===== src/common/periph_pkg.sv =====
package periph_pkg;

    // ------------------------------------------------------------
    // Bus and register widths
    // ------------------------------------------------------------
    localparam int DataWidth   = 32;
    localparam int OffsetWidth = 12;  // Register offset inside one slot
    localparam int SlotWidth   = 4;   // Slot select above the offset
    localparam int PrioWidth   = 3;

    typedef logic [DataWidth-1:0]   data_t;
    typedef logic [DataWidth/8-1:0] strb_t;
    typedef logic [OffsetWidth-1:0] offset_t;
    typedef logic [SlotWidth-1:0]   slot_t;
    typedef logic [PrioWidth-1:0]   prio_t;

    // Slot map, all other slots answer with an error
    localparam slot_t SlotPlic = slot_t'(0);
    localparam slot_t SlotGpio = slot_t'(1);

    localparam data_t ErrorWord = 32'hDEAD_BEEF;

    // AXI response codes
    localparam logic [1:0] RespOkay   = 2'd0;
    localparam logic [1:0] RespSlvErr = 2'd2;

    // Front end FSM
    typedef enum logic [1:0] {
        ST_IDLE,
        ST_WRESP,
        ST_RRESP
    } axil_state_e;

    // PLIC register map, priority of source n sits at 4*n
    localparam offset_t PlicPendingOfs   = 12'h080;
    localparam offset_t PlicEnableOfs    = 12'h100;
    localparam offset_t PlicThresholdOfs = 12'h200;
    localparam offset_t PlicClaimOfs     = 12'h204;

    // GPIO register map
    localparam offset_t GpioLedOfs     = 12'h000;  // Write LEDs, read DIP switches
    localparam offset_t GpioLedReadOfs = 12'h008;

endpackage


===== src/plic/plic_core.sv =====
`timescale 1ns/1ps

module plic_core #(
    parameter int NumSources = 4
) (
    input  logic                  clk_i,
    input  logic                  rst_i,
    // Register slot
    input  logic                  valid_i,
    input  logic                  write_i,
    input  periph_pkg::offset_t   offset_i,
    input  periph_pkg::data_t     wdata_i,
    output periph_pkg::data_t     rdata_o,
    // Interrupt pins, bit n-1 is source id n
    input  logic [NumSources-1:0] irq_src_i,
    output logic                  irq_o
);

    localparam int IdWidth = $clog2(NumSources + 1);

    periph_pkg::prio_t    prio_q [1:NumSources];
    logic [NumSources:1]  enable_q;
    logic [NumSources:1]  pending_q;
    logic [NumSources:1]  in_service_q;
    periph_pkg::prio_t    threshold_q;
    logic                 irq_q;

    periph_pkg::prio_t    best_prio;
    logic [IdWidth-1:0]   claim_id;  // 0 when nothing qualifies
    logic                 claim_rd;
    logic                 complete_wr;

    // ------------------------------------------------------------
    // Target selection
    // ------------------------------------------------------------
    always_comb
    begin
        best_prio = threshold_q;  // Must beat the threshold
        claim_id  = '0;
        for (int n = 1; n <= NumSources; n++)
        begin
            // Strictly greater so ties keep the lowest id
            if (pending_q[n] && enable_q[n] && (prio_q[n] > best_prio))
            begin
                best_prio = prio_q[n];
                claim_id  = IdWidth'(n);
            end
        end
    end

    assign claim_rd    = valid_i && !write_i && (offset_i == periph_pkg::PlicClaimOfs);
    assign complete_wr = valid_i && write_i && (offset_i == periph_pkg::PlicClaimOfs);

    // Register read mux
    always_comb
    begin
        rdata_o = '0;
        for (int n = 1; n <= NumSources; n++)
        begin
            if (offset_i == periph_pkg::offset_t'(4 * n))
                rdata_o = periph_pkg::data_t'(prio_q[n]);
        end
        case (offset_i)
            periph_pkg::PlicPendingOfs:   rdata_o = periph_pkg::data_t'({pending_q, 1'b0});
            periph_pkg::PlicEnableOfs:    rdata_o = periph_pkg::data_t'({enable_q, 1'b0});
            periph_pkg::PlicThresholdOfs: rdata_o = periph_pkg::data_t'(threshold_q);
            periph_pkg::PlicClaimOfs:     rdata_o = periph_pkg::data_t'(claim_id);
            default: ;
        endcase
    end

    // ------------------------------------------------------------
    // State update
    // ------------------------------------------------------------
    always_ff @(posedge clk_i)
    begin
        if (rst_i)
        begin
            for (int n = 1; n <= NumSources; n++)
                prio_q[n] <= '0;
            enable_q     <= '0;
            pending_q    <= '0;
            in_service_q <= '0;
            threshold_q  <= '0;
            irq_q        <= 1'b0;
        end
        else
        begin
            irq_q <= (claim_id != '0);
            if (valid_i && write_i)
            begin
                for (int n = 1; n <= NumSources; n++)
                begin
                    if (offset_i == periph_pkg::offset_t'(4 * n))
                        prio_q[n] <= wdata_i[periph_pkg::PrioWidth-1:0];
                end
                if (offset_i == periph_pkg::PlicEnableOfs)
                    enable_q <= wdata_i[NumSources:1];
                if (offset_i == periph_pkg::PlicThresholdOfs)
                    threshold_q <= wdata_i[periph_pkg::PrioWidth-1:0];
            end
            for (int n = 1; n <= NumSources; n++)
            begin
                if (claim_rd && (claim_id == IdWidth'(n)))
                begin
                    pending_q[n]    <= 1'b0;
                    in_service_q[n] <= 1'b1;
                end
                else
                begin
                    // Level sources re-arm only once out of service
                    if (irq_src_i[n-1] && !in_service_q[n])
                        pending_q[n] <= 1'b1;
                    if (complete_wr && (wdata_i == periph_pkg::data_t'(n)))
                        in_service_q[n] <= 1'b0;
                end
            end
        end
    end

    assign irq_o = irq_q;

endmodule


===== src/verilog/axil_slave.sv =====
`timescale 1ns/1ps

module axil_slave #(
    parameter int AddrWidth = 16
) (
    input  logic                clk_i,
    input  logic                rst_i,
    // AXI4-Lite slave
    input  logic                awvalid_i,
    output logic                awready_o,
    input  logic [AddrWidth-1:0] awaddr_i,
    input  logic                wvalid_i,
    output logic                wready_o,
    input  periph_pkg::data_t   wdata_i,
    input  periph_pkg::strb_t   wstrb_i,
    output logic                bvalid_o,
    input  logic                bready_i,
    output logic [1:0]          bresp_o,
    input  logic                arvalid_i,
    output logic                arready_o,
    input  logic [AddrWidth-1:0] araddr_i,
    output logic                rvalid_o,
    input  logic                rready_i,
    output periph_pkg::data_t   rdata_o,
    output logic [1:0]          rresp_o,
    // Single-cycle register request
    output logic                req_valid_o,
    output logic                req_write_o,
    output logic [periph_pkg::OffsetWidth+periph_pkg::SlotWidth-1:0] req_addr_o,
    output periph_pkg::data_t   req_wdata_o,
    output periph_pkg::strb_t   req_wstrb_o,
    input  periph_pkg::data_t   rsp_rdata_i,
    input  logic                rsp_err_i
);

    localparam int ReqAddrWidth = periph_pkg::OffsetWidth + periph_pkg::SlotWidth;

    periph_pkg::axil_state_e state_q;
    logic                    write_go;
    logic                    read_go;
    periph_pkg::data_t       rdata_q;
    logic [1:0]              resp_q;

    // ------------------------------------------------------------
    // Acceptance, writes win over reads
    // ------------------------------------------------------------
    assign write_go = (state_q == periph_pkg::ST_IDLE) && awvalid_i && wvalid_i;
    assign read_go  = (state_q == periph_pkg::ST_IDLE) && !write_go && arvalid_i;

    assign awready_o = write_go;
    assign wready_o  = write_go;
    assign arready_o = read_go;

    // Request goes out in the acceptance cycle
    assign req_valid_o = write_go || read_go;
    assign req_write_o = write_go;
    assign req_addr_o  = write_go ? awaddr_i[ReqAddrWidth-1:0]
                                  : araddr_i[ReqAddrWidth-1:0];  // Upper bits ignored
    assign req_wdata_o = wdata_i;
    assign req_wstrb_o = wstrb_i;

    always_ff @(posedge clk_i)
    begin
        if (rst_i)
        begin
            state_q <= periph_pkg::ST_IDLE;
        end
        else
        begin
            case (state_q)
                periph_pkg::ST_IDLE:
                begin
                    if (write_go)
                        state_q <= periph_pkg::ST_WRESP;
                    else if (read_go)
                        state_q <= periph_pkg::ST_RRESP;
                end
                periph_pkg::ST_WRESP:
                begin
                    if (bready_i)
                        state_q <= periph_pkg::ST_IDLE;
                end
                periph_pkg::ST_RRESP:
                begin
                    if (rready_i)
                        state_q <= periph_pkg::ST_IDLE;
                end
                default: state_q <= periph_pkg::ST_IDLE;
            endcase
        end
    end

    // Response captured at acceptance, held until taken
    always_ff @(posedge clk_i)
    begin
        if (write_go || read_go)
        begin
            rdata_q <= rsp_rdata_i;
            resp_q  <= rsp_err_i ? periph_pkg::RespSlvErr : periph_pkg::RespOkay;
        end
    end

    assign bvalid_o = (state_q == periph_pkg::ST_WRESP);
    assign bresp_o  = resp_q;
    assign rvalid_o = (state_q == periph_pkg::ST_RRESP);
    assign rdata_o  = rdata_q;
    assign rresp_o  = resp_q;

endmodule


===== src/verilog/gpio_regs.sv =====
`timescale 1ns/1ps

module gpio_regs (
    input  logic                clk_i,
    input  logic                rst_i,
    input  logic                valid_i,
    input  logic                write_i,
    input  periph_pkg::offset_t offset_i,
    input  periph_pkg::data_t   wdata_i,
    input  periph_pkg::strb_t   wstrb_i,
    output periph_pkg::data_t   rdata_o,
    output logic [7:0]          leds_o,
    input  logic [7:0]          dip_sw_i
);

    logic [7:0] leds_q;

    always_ff @(posedge clk_i)
    begin
        if (rst_i)
            leds_q <= '0;
        else if (valid_i && write_i && (offset_i == periph_pkg::GpioLedOfs) && wstrb_i[0])
            leds_q <= wdata_i[7:0];  // Only byte 0 matters
    end

    // Unmapped offsets read the error word but stay OKAY
    always_comb
    begin
        case (offset_i)
            periph_pkg::GpioLedOfs:     rdata_o = periph_pkg::data_t'(dip_sw_i);
            periph_pkg::GpioLedReadOfs: rdata_o = periph_pkg::data_t'(leds_q);
            default:                    rdata_o = periph_pkg::ErrorWord;
        endcase
    end

    assign leds_o = leds_q;

endmodule


===== src/verilog/periph_decode.sv =====
`timescale 1ns/1ps

module periph_decode (
    // Request from the front end
    input  logic                req_valid_i,
    input  logic                req_write_i,
    input  logic [periph_pkg::OffsetWidth+periph_pkg::SlotWidth-1:0] req_addr_i,
    input  periph_pkg::data_t   req_wdata_i,
    input  periph_pkg::strb_t   req_wstrb_i,
    output periph_pkg::data_t   rsp_rdata_o,
    output logic                rsp_err_o,
    // PLIC slot
    output logic                plic_valid_o,
    input  periph_pkg::data_t   plic_rdata_i,
    // GPIO slot
    output logic                gpio_valid_o,
    input  periph_pkg::data_t   gpio_rdata_i,
    // Shared by all slots
    output logic                slot_write_o,
    output periph_pkg::offset_t slot_offset_o,
    output periph_pkg::data_t   slot_wdata_o,
    output periph_pkg::strb_t   slot_wstrb_o
);

    periph_pkg::slot_t slot;

    assign slot = req_addr_i[periph_pkg::OffsetWidth +: periph_pkg::SlotWidth];

    assign plic_valid_o = req_valid_i && (slot == periph_pkg::SlotPlic);
    assign gpio_valid_o = req_valid_i && (slot == periph_pkg::SlotGpio);

    assign slot_write_o  = req_write_i;
    assign slot_offset_o = req_addr_i[periph_pkg::OffsetWidth-1:0];
    assign slot_wdata_o  = req_wdata_i;
    assign slot_wstrb_o  = req_wstrb_i;

    // Read mux, unmapped slots answer here
    always_comb
    begin
        rsp_rdata_o = periph_pkg::ErrorWord;
        rsp_err_o   = 1'b1;
        case (slot)
            periph_pkg::SlotPlic:
            begin
                rsp_rdata_o = plic_rdata_i;
                rsp_err_o   = 1'b0;
            end
            periph_pkg::SlotGpio:
            begin
                rsp_rdata_o = gpio_rdata_i;
                rsp_err_o   = 1'b0;
            end
            default: ;
        endcase
    end

endmodule


===== src/verilog/periph_top.sv =====
`timescale 1ns/1ps

module periph_top #(
    parameter int AddrWidth  = 16,
    parameter int NumSources = 4
) (
    input  logic                    clk_i,
    input  logic                    rst_i,
    // AXI4-Lite slave
    input  logic                    awvalid_i,
    output logic                    awready_o,
    input  logic [AddrWidth-1:0]    awaddr_i,
    input  logic                    wvalid_i,
    output logic                    wready_o,
    input  periph_pkg::data_t       wdata_i,
    input  periph_pkg::strb_t       wstrb_i,
    output logic                    bvalid_o,
    input  logic                    bready_i,
    output logic [1:0]              bresp_o,
    input  logic                    arvalid_i,
    output logic                    arready_o,
    input  logic [AddrWidth-1:0]    araddr_i,
    output logic                    rvalid_o,
    input  logic                    rready_i,
    output periph_pkg::data_t       rdata_o,
    output logic [1:0]              rresp_o,
    // Pins
    input  logic [NumSources-1:0]   irq_src_i,  // Bit n-1 is source id n
    output logic                    irq_o,
    output logic [7:0]              leds_o,
    input  logic [7:0]              dip_sw_i
);

    localparam int ReqAddrWidth = periph_pkg::OffsetWidth + periph_pkg::SlotWidth;

    // Register request path
    logic                    req_valid;
    logic                    req_write;
    logic [ReqAddrWidth-1:0] req_addr;
    periph_pkg::data_t       req_wdata;
    periph_pkg::strb_t       req_wstrb;
    periph_pkg::data_t       rsp_rdata;
    logic                    rsp_err;

    // Shared slot side
    logic                    plic_valid;
    logic                    gpio_valid;
    logic                    slot_write;
    periph_pkg::offset_t     slot_offset;
    periph_pkg::data_t       slot_wdata;
    periph_pkg::strb_t       slot_wstrb;
    periph_pkg::data_t       plic_rdata;
    periph_pkg::data_t       gpio_rdata;

    axil_slave #(
        .AddrWidth ( AddrWidth )
    ) axil_slave_i (
        .clk_i       ( clk_i     ),
        .rst_i       ( rst_i     ),
        .awvalid_i   ( awvalid_i ),
        .awready_o   ( awready_o ),
        .awaddr_i    ( awaddr_i  ),
        .wvalid_i    ( wvalid_i  ),
        .wready_o    ( wready_o  ),
        .wdata_i     ( wdata_i   ),
        .wstrb_i     ( wstrb_i   ),
        .bvalid_o    ( bvalid_o  ),
        .bready_i    ( bready_i  ),
        .bresp_o     ( bresp_o   ),
        .arvalid_i   ( arvalid_i ),
        .arready_o   ( arready_o ),
        .araddr_i    ( araddr_i  ),
        .rvalid_o    ( rvalid_o  ),
        .rready_i    ( rready_i  ),
        .rdata_o     ( rdata_o   ),
        .rresp_o     ( rresp_o   ),
        .req_valid_o ( req_valid ),
        .req_write_o ( req_write ),
        .req_addr_o  ( req_addr  ),
        .req_wdata_o ( req_wdata ),
        .req_wstrb_o ( req_wstrb ),
        .rsp_rdata_i ( rsp_rdata ),
        .rsp_err_i   ( rsp_err   )
    );

    periph_decode periph_decode_i (
        .req_valid_i   ( req_valid   ),
        .req_write_i   ( req_write   ),
        .req_addr_i    ( req_addr    ),
        .req_wdata_i   ( req_wdata   ),
        .req_wstrb_i   ( req_wstrb   ),
        .rsp_rdata_o   ( rsp_rdata   ),
        .rsp_err_o     ( rsp_err     ),
        .plic_valid_o  ( plic_valid  ),
        .plic_rdata_i  ( plic_rdata  ),
        .gpio_valid_o  ( gpio_valid  ),
        .gpio_rdata_i  ( gpio_rdata  ),
        .slot_write_o  ( slot_write  ),
        .slot_offset_o ( slot_offset ),
        .slot_wdata_o  ( slot_wdata  ),
        .slot_wstrb_o  ( slot_wstrb  )
    );

    plic_core #(
        .NumSources ( NumSources )
    ) plic_core_i (
        .clk_i     ( clk_i       ),
        .rst_i     ( rst_i       ),
        .valid_i   ( plic_valid  ),
        .write_i   ( slot_write  ),
        .offset_i  ( slot_offset ),
        .wdata_i   ( slot_wdata  ),
        .rdata_o   ( plic_rdata  ),
        .irq_src_i ( irq_src_i   ),
        .irq_o     ( irq_o       )
    );

    gpio_regs gpio_regs_i (
        .clk_i    ( clk_i       ),
        .rst_i    ( rst_i       ),
        .valid_i  ( gpio_valid  ),
        .write_i  ( slot_write  ),
        .offset_i ( slot_offset ),
        .wdata_i  ( slot_wdata  ),
        .wstrb_i  ( slot_wstrb  ),
        .rdata_o  ( gpio_rdata  ),
        .leds_o   ( leds_o      ),
        .dip_sw_i ( dip_sw_i    )
    );

endmodule

===== config.mk =====
export PLATFORM = sky130hd
export DESIGN_NAME = periph_top
export DESIGN_NICKNAME = d
export VERILOG_FILES = /design/src/common/periph_pkg.sv /design/src/plic/plic_core.sv /design/src/verilog/axil_slave.sv /design/src/verilog/gpio_regs.sv /design/src/verilog/periph_decode.sv /design/src/verilog/periph_top.sv
export SDC_FILE = /design/constraint.sdc
export NUM_CORES = 1
export LEC_CHECK = 0
export BUFFER_PORTS_ARGS = -buffer_cell sky130_fd_sc_hd__buf_2
export CAP_MARGIN = 40
export CORE_MARGIN = 5
export CORE_UTILIZATION = 25
export CTS_CLUSTER_SIZE = 20
export DETAILED_ROUTE_END_ITERATION = 8
export SYNTH_ARGS = -nofsm -noshare
export SYNTH_HDL_FRONTEND = slang
export SYNTH_SLANG_ARGS = --single-unit
export TNS_END_PERCENT = 1

===== constraint.sdc =====
create_clock -name clk_i -period 7 [get_ports clk_i]
set_input_delay 1.05 -clock clk_i [delete_from_list [all_inputs] [get_ports clk_i]]
set_output_delay 1.05 -clock clk_i [all_outputs]
set_load 0.005 [all_outputs]

======== After elaboration in Yosys (flattened, before gate mapping) ========
Memory sizes are Yosys's and may differ from the RTL's.
Index checks and enable logic that the tools add are counted.
operators by class
  $mul .................................... 0
  shifts and indexed selects .............. 0
  reductions and logical operators ........ 55
  divide/modulo/power cells ............... 0
  $add $sub $neg .......................... 0
  eq/ne operators ......................... 22
  multiplexer cells ....................... 51
  magnitude comparators ................... 4
  bitwise logic cells ..................... 4
operator list
  cell                  number
  $pmux 32 s2           2
  $eq 32x2->1 const B   2
  $mux 3                12
  $logic_and 1x1->1     33
  $eq 32x1->1 const B   1
  $eq 32x3->1 const B   1
  $mux 1                27
  $eq 12x10->1 const B  2
  $eq 12x4->1 const B   2
  $pmux 5 s4            1
  $mux 16               1
  $mux 2                7
  $eq 12x3->1 const B   1
  $eq 12x5->1 const B   1
  $eq 12x8->1 const B   1
  $eq 12x9->1 const B   1
  $gt 3x3->1            4
  $logic_not 12->1      1
  $reduce_or 2->1       5
  $reduce_bool 2->1     4
  $eq 3x2->1 const B    2
  $pmux 2 s3            1
  $logic_not 1->1       5
  $eq 4x1->1 const B    1
  other kinds (13)      18
word-level totals
  register bits ........................... 60
  memories kept ........................... 1
  word-level logic and storage cells ...... 152
  memory bits (writable) .................. 12
  memory bits (read-only) ................. 0
  bits in latches ......................... 0
  bits of input ports ..................... 87
memories
  memory              words  bits a word  read ports  clocked after Yosys merged registers in  write ports  line             text
  plic_core_i.prio_q  4      3            4           0                                        4            plic_core.sv:21  periph_pkg::prio_t prio_q [1:NumSources];

======== Longest topological paths before layout ========
An unclocked memory read counts as a cell.
  depth after elaboration ................. 16
  gate-level depth with buffers ........... 30
  mapped depth without buffers ............ 29

======== Cells and area by module ========
From an unflattened synthesis, not the netlist that was laid out.
second synthesis, totals
  cell total of the unflattened synthesis .. 583
  area, all modules ....................... 5,490.3 µm²
by module, submodules not included
  module         seq. area each (µm²)  area an instance (µm²)  instances  cells each
  plic_core      680.7                 2,234.6                 1          272
  axil_slave     1,031.0               1,652.8                 1          106
  periph_decode  0.0                   902.1                   1          124
  gpio_regs      160.2                 700.7                   1          81

======== Worst setup path before layout ========
OpenSTA, ideal clock, no wires.
  kind .................................... reg2reg
  start ................................... reg plic_core_i.prio_q[0][4] (netlist name)
  end ..................................... reg axil_slave_i.rdata_q[2] (netlist: axil_slave_i.rdata_o[2]), data pin
  path slack .............................. 1.317 ns
  buffers on the path ..................... 1
  library setup time ...................... 0.269 ns
  stages on the path, launching flop included .. 28
  arrival ................................. 5.414 ns
  required time ........................... 6.731 ns
  clock period less this slack ............ 5.683 ns
  cells stage by stage .................... edfxtp_1 -> ha_1 -> nor2b_4 -> o311ai_4 -> nor2_1 -> inv_1 -> o21ai_0 -> ha_1 -> nor2_1 -> or2_2 -> a31oi_1 -> or4_1 -> buf_2 -> mux2i_1 -> ha_1 -> nor2b_1 -> o21ai_0 -> nand2b_1 -> and4_1 -> o21a_1 -> ha_1 -> nor2b_1 -> o21a_1 -> o2111ai_1 -> nor2b_1 -> a221o_1 -> a2111oi_0 -> nor3_1
RTL lines
  what                  line              text
  end signal, assigned  axil_slave.sv:98  rdata_q <= rsp_rdata_i;
  end, declared         axil_slave.sv:41  periph_pkg::data_t rdata_q;

==> impl_metrics.py <==
metrics = {
    "outcome": {
        "outcome": "finished clean",
    },
    "synthesis": {
        "syn_area_sq_mm": 0.00337,
        "synth_edf_count": 22,
        "async_flop_share": 0,
        "synth_top_area_cell": "edfxtp_1",
        "ys_ff_latch": 48,
        "ys_top_cells_by_area": "edfxtp_1 20%, dfxtp_1 15%, buf_4 6.2%",
        "synth_top_cell_area_share": 0.196,
        "ys_warn_count": 0,
        "ys.flop_type": "dfxtp_1",
        "ys_types": 67,
        "synth.avg_cell_area_sq_um": 9.37,
        "synthCells": 360,
        "seq_area_frac_synth": 0.350,
    },
    "drt": {
        "drt-wirelength-per-cell_um": 16.9,
        "ant_nets": 0,
        "num_vias": 3190,
        "post_drt_via_cell_ratio": 5.01,
        "drt-total-wl_mm": 10.7,
        "drtIter0Drc": 185,
        "route.detailed.drc": 0,
        "dr.pass1.iters": 4,
    },
    "layout": {
        "final_cells": 637,
        "final_common_cell": "buf_2",
        "nets": 557,
        "multi_input_area_sq_mm": 0.00191,
        "synthToLayoutAreaGrowth_pct": 24.0,
        "final_cell_mix": "124 x buf_2, 28 x nand2_1, 26 x dfxtp_1",
        "n_fill_cell": 1415,
        "n_antenna_cell": 0,
        "fin_util": 0.316,
        "seqCellArea_sq_mm": 0.00118,
        "drive_gt1_frac": 0.341,
    },
    "timing": {
        "maxSlewHeadroom": 0.400,
        "finalSetupViolCount": 0,
        "timing.final.hold_violations": 0,
        "layout_min_cycle_time_ps": 6340,
        "clock.fmax_ghz": 0.158,
        "fin_ws_ps": 657,
        "fin_setup_tns_ps": 0,
        "rsz0062_at_grt": "false",
        "worst_slew_pin_slew_ps": 900,
        "fin_skew_ps": 7.07,
        "hold_slack_ps": 482,
        "fin_crit_sh": 0.906,
        "drv_slew": 0,
    },
    "power_and_ir_drop": {
        "switching_share": 0.239,
        "p_sw_uw": 162,
        "p_comb_frac": 0.127,
        "power.density_mw_per_mm2": 162,
        "irDropWorstVdd_mv": 0.0985,
        "p_leak_nw": 1.70,
        "clkPwrFrac": 0.419,
        "p_int_uw": 517,
        "seqPwrFrac": 0.454,
    },
    "grt": {
        "met2_usage": 0.215,
        "grtUsageMet1": 0.177,
        "overflow": 0,
        "busiest_layer": "met2",
        "grt_max_degree": 27,
        "grtUsageTotal": 0.132,
        "antenna_found_initial": 0,
        "grt_pass1_wl_mm": 17.0,
        "grt_use_met3": 0.0279,
        "grt_pass1_vias": 3212,
    },
    "worst_hold_path": {
        "holdCritPathClass": "register to register",
    },
    "cts": {
        "clk-insertion-delay-late_ps": 290,
        "cts_tree": "built",
        "numCtsBuffers": 5,
        "max-clock-path-buffers": 2,
        "cts-root-buf": "clkbuf_16",
        "cts_max_level": 2,
        "clk_pin_slew_ps": 70,
        "clock-sinks": 48,
    },
    "job": {
        "cap_violations": 0,
    },
    "place": {
        "dp_hpwl_mm": 8.88,
        "gp_congestion": 0.890,
        "port_buffers": 124,
        "dp.cells": 629,
        "dp_slack_ps": 360,
    },
    "critical_path": {
        "path_class": "register to register",
        "cp-end-kind": "register",
        "cp.required_ps": 7030,
        "arrival_ps": 6370,
        "critPathMaxFanout": 7,
        "cp-start-kind": "register",
        "reg2reg_slack_ps": 660,
    },
    "floorplan": {
        "die_area_sq_mm": 0.0159,
        "row_count": 42,
        "core_area_sq_mm": 0.0132,
        "fp.dieW_um": 126,
        "fp.dieH_um": 126,
        "start_util": 0.255,
        "num_io_pins": 137,
    },
}
==> registers in the layout (all words and copies together), names as in the netlist <==
register and flops:
plic_core_i.in_service_q 4, plic_core_i.threshold_q 3, axil_slave_i.state_q 2, plic_core_i.irq_o 1, gpio_regs_i.leds_o 8, plic_core_i.prio_q 12
axil_slave_i.rdata_o 9, axil_slave_i.bresp_o 1, plic_core_i.pending_q 4, plic_core_i.enable_q 4
==> per-stage QoR <==
step                instance area, sq um  total power [mW]
floorplan                           3400             0.363
global placement                    3980             0.399
detailed placement                  3980             0.401
CTS                                 4170             0.684
global route                        4180             0.707
finish                              4180             0.679
==> critical path: stages (launching register included) <==
cell and delay (ps):
edfxtp_1 500, ha_1 350, nor2b_4 160, o311ai_4 120, nor2_2 210, inv_1 80, o21ai_0 240, ha_1 280
nor2_1 110, nand2_1 90, nand4bb_1 110, a32oi_1 60, or4_1 640, mux2i_1 310, ha_1 300, nor2b_1 130
o21ai_0 130, nand2b_1 90, and4_1 270, o21a_1 200, ha_1 300, nor2b_1 130, o21a_1 170, o2111ai_2 250
nor2b_1 110, a221o_1 280, a2111oi_2 390, nor3_1 90
==> layout make-up <==
class / instances / share of cell area
well taps: 176 / 0.0526
repair buffers: 126 / 0.152
flip-flops and latches: 48 / 0.282
inverters: 13 / 0.0123
clock buffers: 7 / 0.0419
clock inverters: 1 / 0.00209
multi-input cells: 266 / 0.457
==> routing by layer <==
| layer | wire length (um) | up-vias |
|---|---|---|
| li1 | - | 1534 |
| met1 | 4550 | 1498 |
| met2 | 5130 | 145 |
| met3 | 916 | 13 |
| met4 | 140 | 0 |
| met5 | 0 | - |
==> path summary, 6_finish.rpt <==
kind | endpoint | cells after the start | start
max | axil_slave_i.rdata_o[2]$_DFFE_PP_ | 27 | plic_core_i.prio_q[0][4]$_SDFFCE_PN0P_
min | plic_core_i.in_service_q[3]$_SDFFE_PP0P_ | 2 | plic_core_i.in_service_q[3]$_SDFFE_PP0P_
max reg2reg | axil_slave_i.rdata_o[2]$_DFFE_PP_ | 27 | plic_core_i.prio_q[0][4]$_SDFFCE_PN0P_
min reg2reg | plic_core_i.in_service_q[3]$_SDFFE_PP0P_ | 2 | plic_core_i.in_service_q[3]$_SDFFE_PP0P_
==> kinds of logic (layout without fill, tap and decap cells) <==
family | after synthesis | in the layout | synth area share
AO/OA/AOI/OAI | 75 | 75 | 0.183
other | 1 | 9 | 0.00111
multiplexers | 25 | 25 | 0.0798
AND/OR/NAND/NOR | 147 | 147 | 0.252
adder cells (fa/ha/maj) | 10 | 10 | 0.0371
buffers and inverters | 54 | 147 | 0.0965
flip-flops | 48 | 48 | 0.350
==> power by group through the flow <==
stage / Sequential [mW] / Combinational (mW) / Clock, mW
floorplan: 0.313 / 0.0504 / 0
global placement: 0.315 / 0.0840 / 0
detailed placement: 0.315 / 0.0859 / 0
CTS: 0.309 / 0.0862 / 0.289
global route: 0.310 / 0.0954 / 0.302
finish: 0.309 / 0.0862 / 0.285
==> repair_timing <==
| action | 4_1_cts | 5_1_grt |
|---|---|---|
| resized for setup | 0 | 4 |
| buffers inserted | 0 | 0 |
| setup endpoints to repair | 0 | 2 |
| hold buffers | 0 | 0 |
==> synthesized netlist by cell type, drive strengths merged, types with 7 or more instances <==
cell type   n
nand3       9
nand2      28
inv        13
nor2       25
and3       15
nor3b       8
a22oi       8
ha         10
nor2b      10
nor4        9
o21ai      10
mux2i      19
buf        35
a21oi      16
nand4       7
edfxtp     22
dfxtp      26
Power figures use the tool's default switching activity.
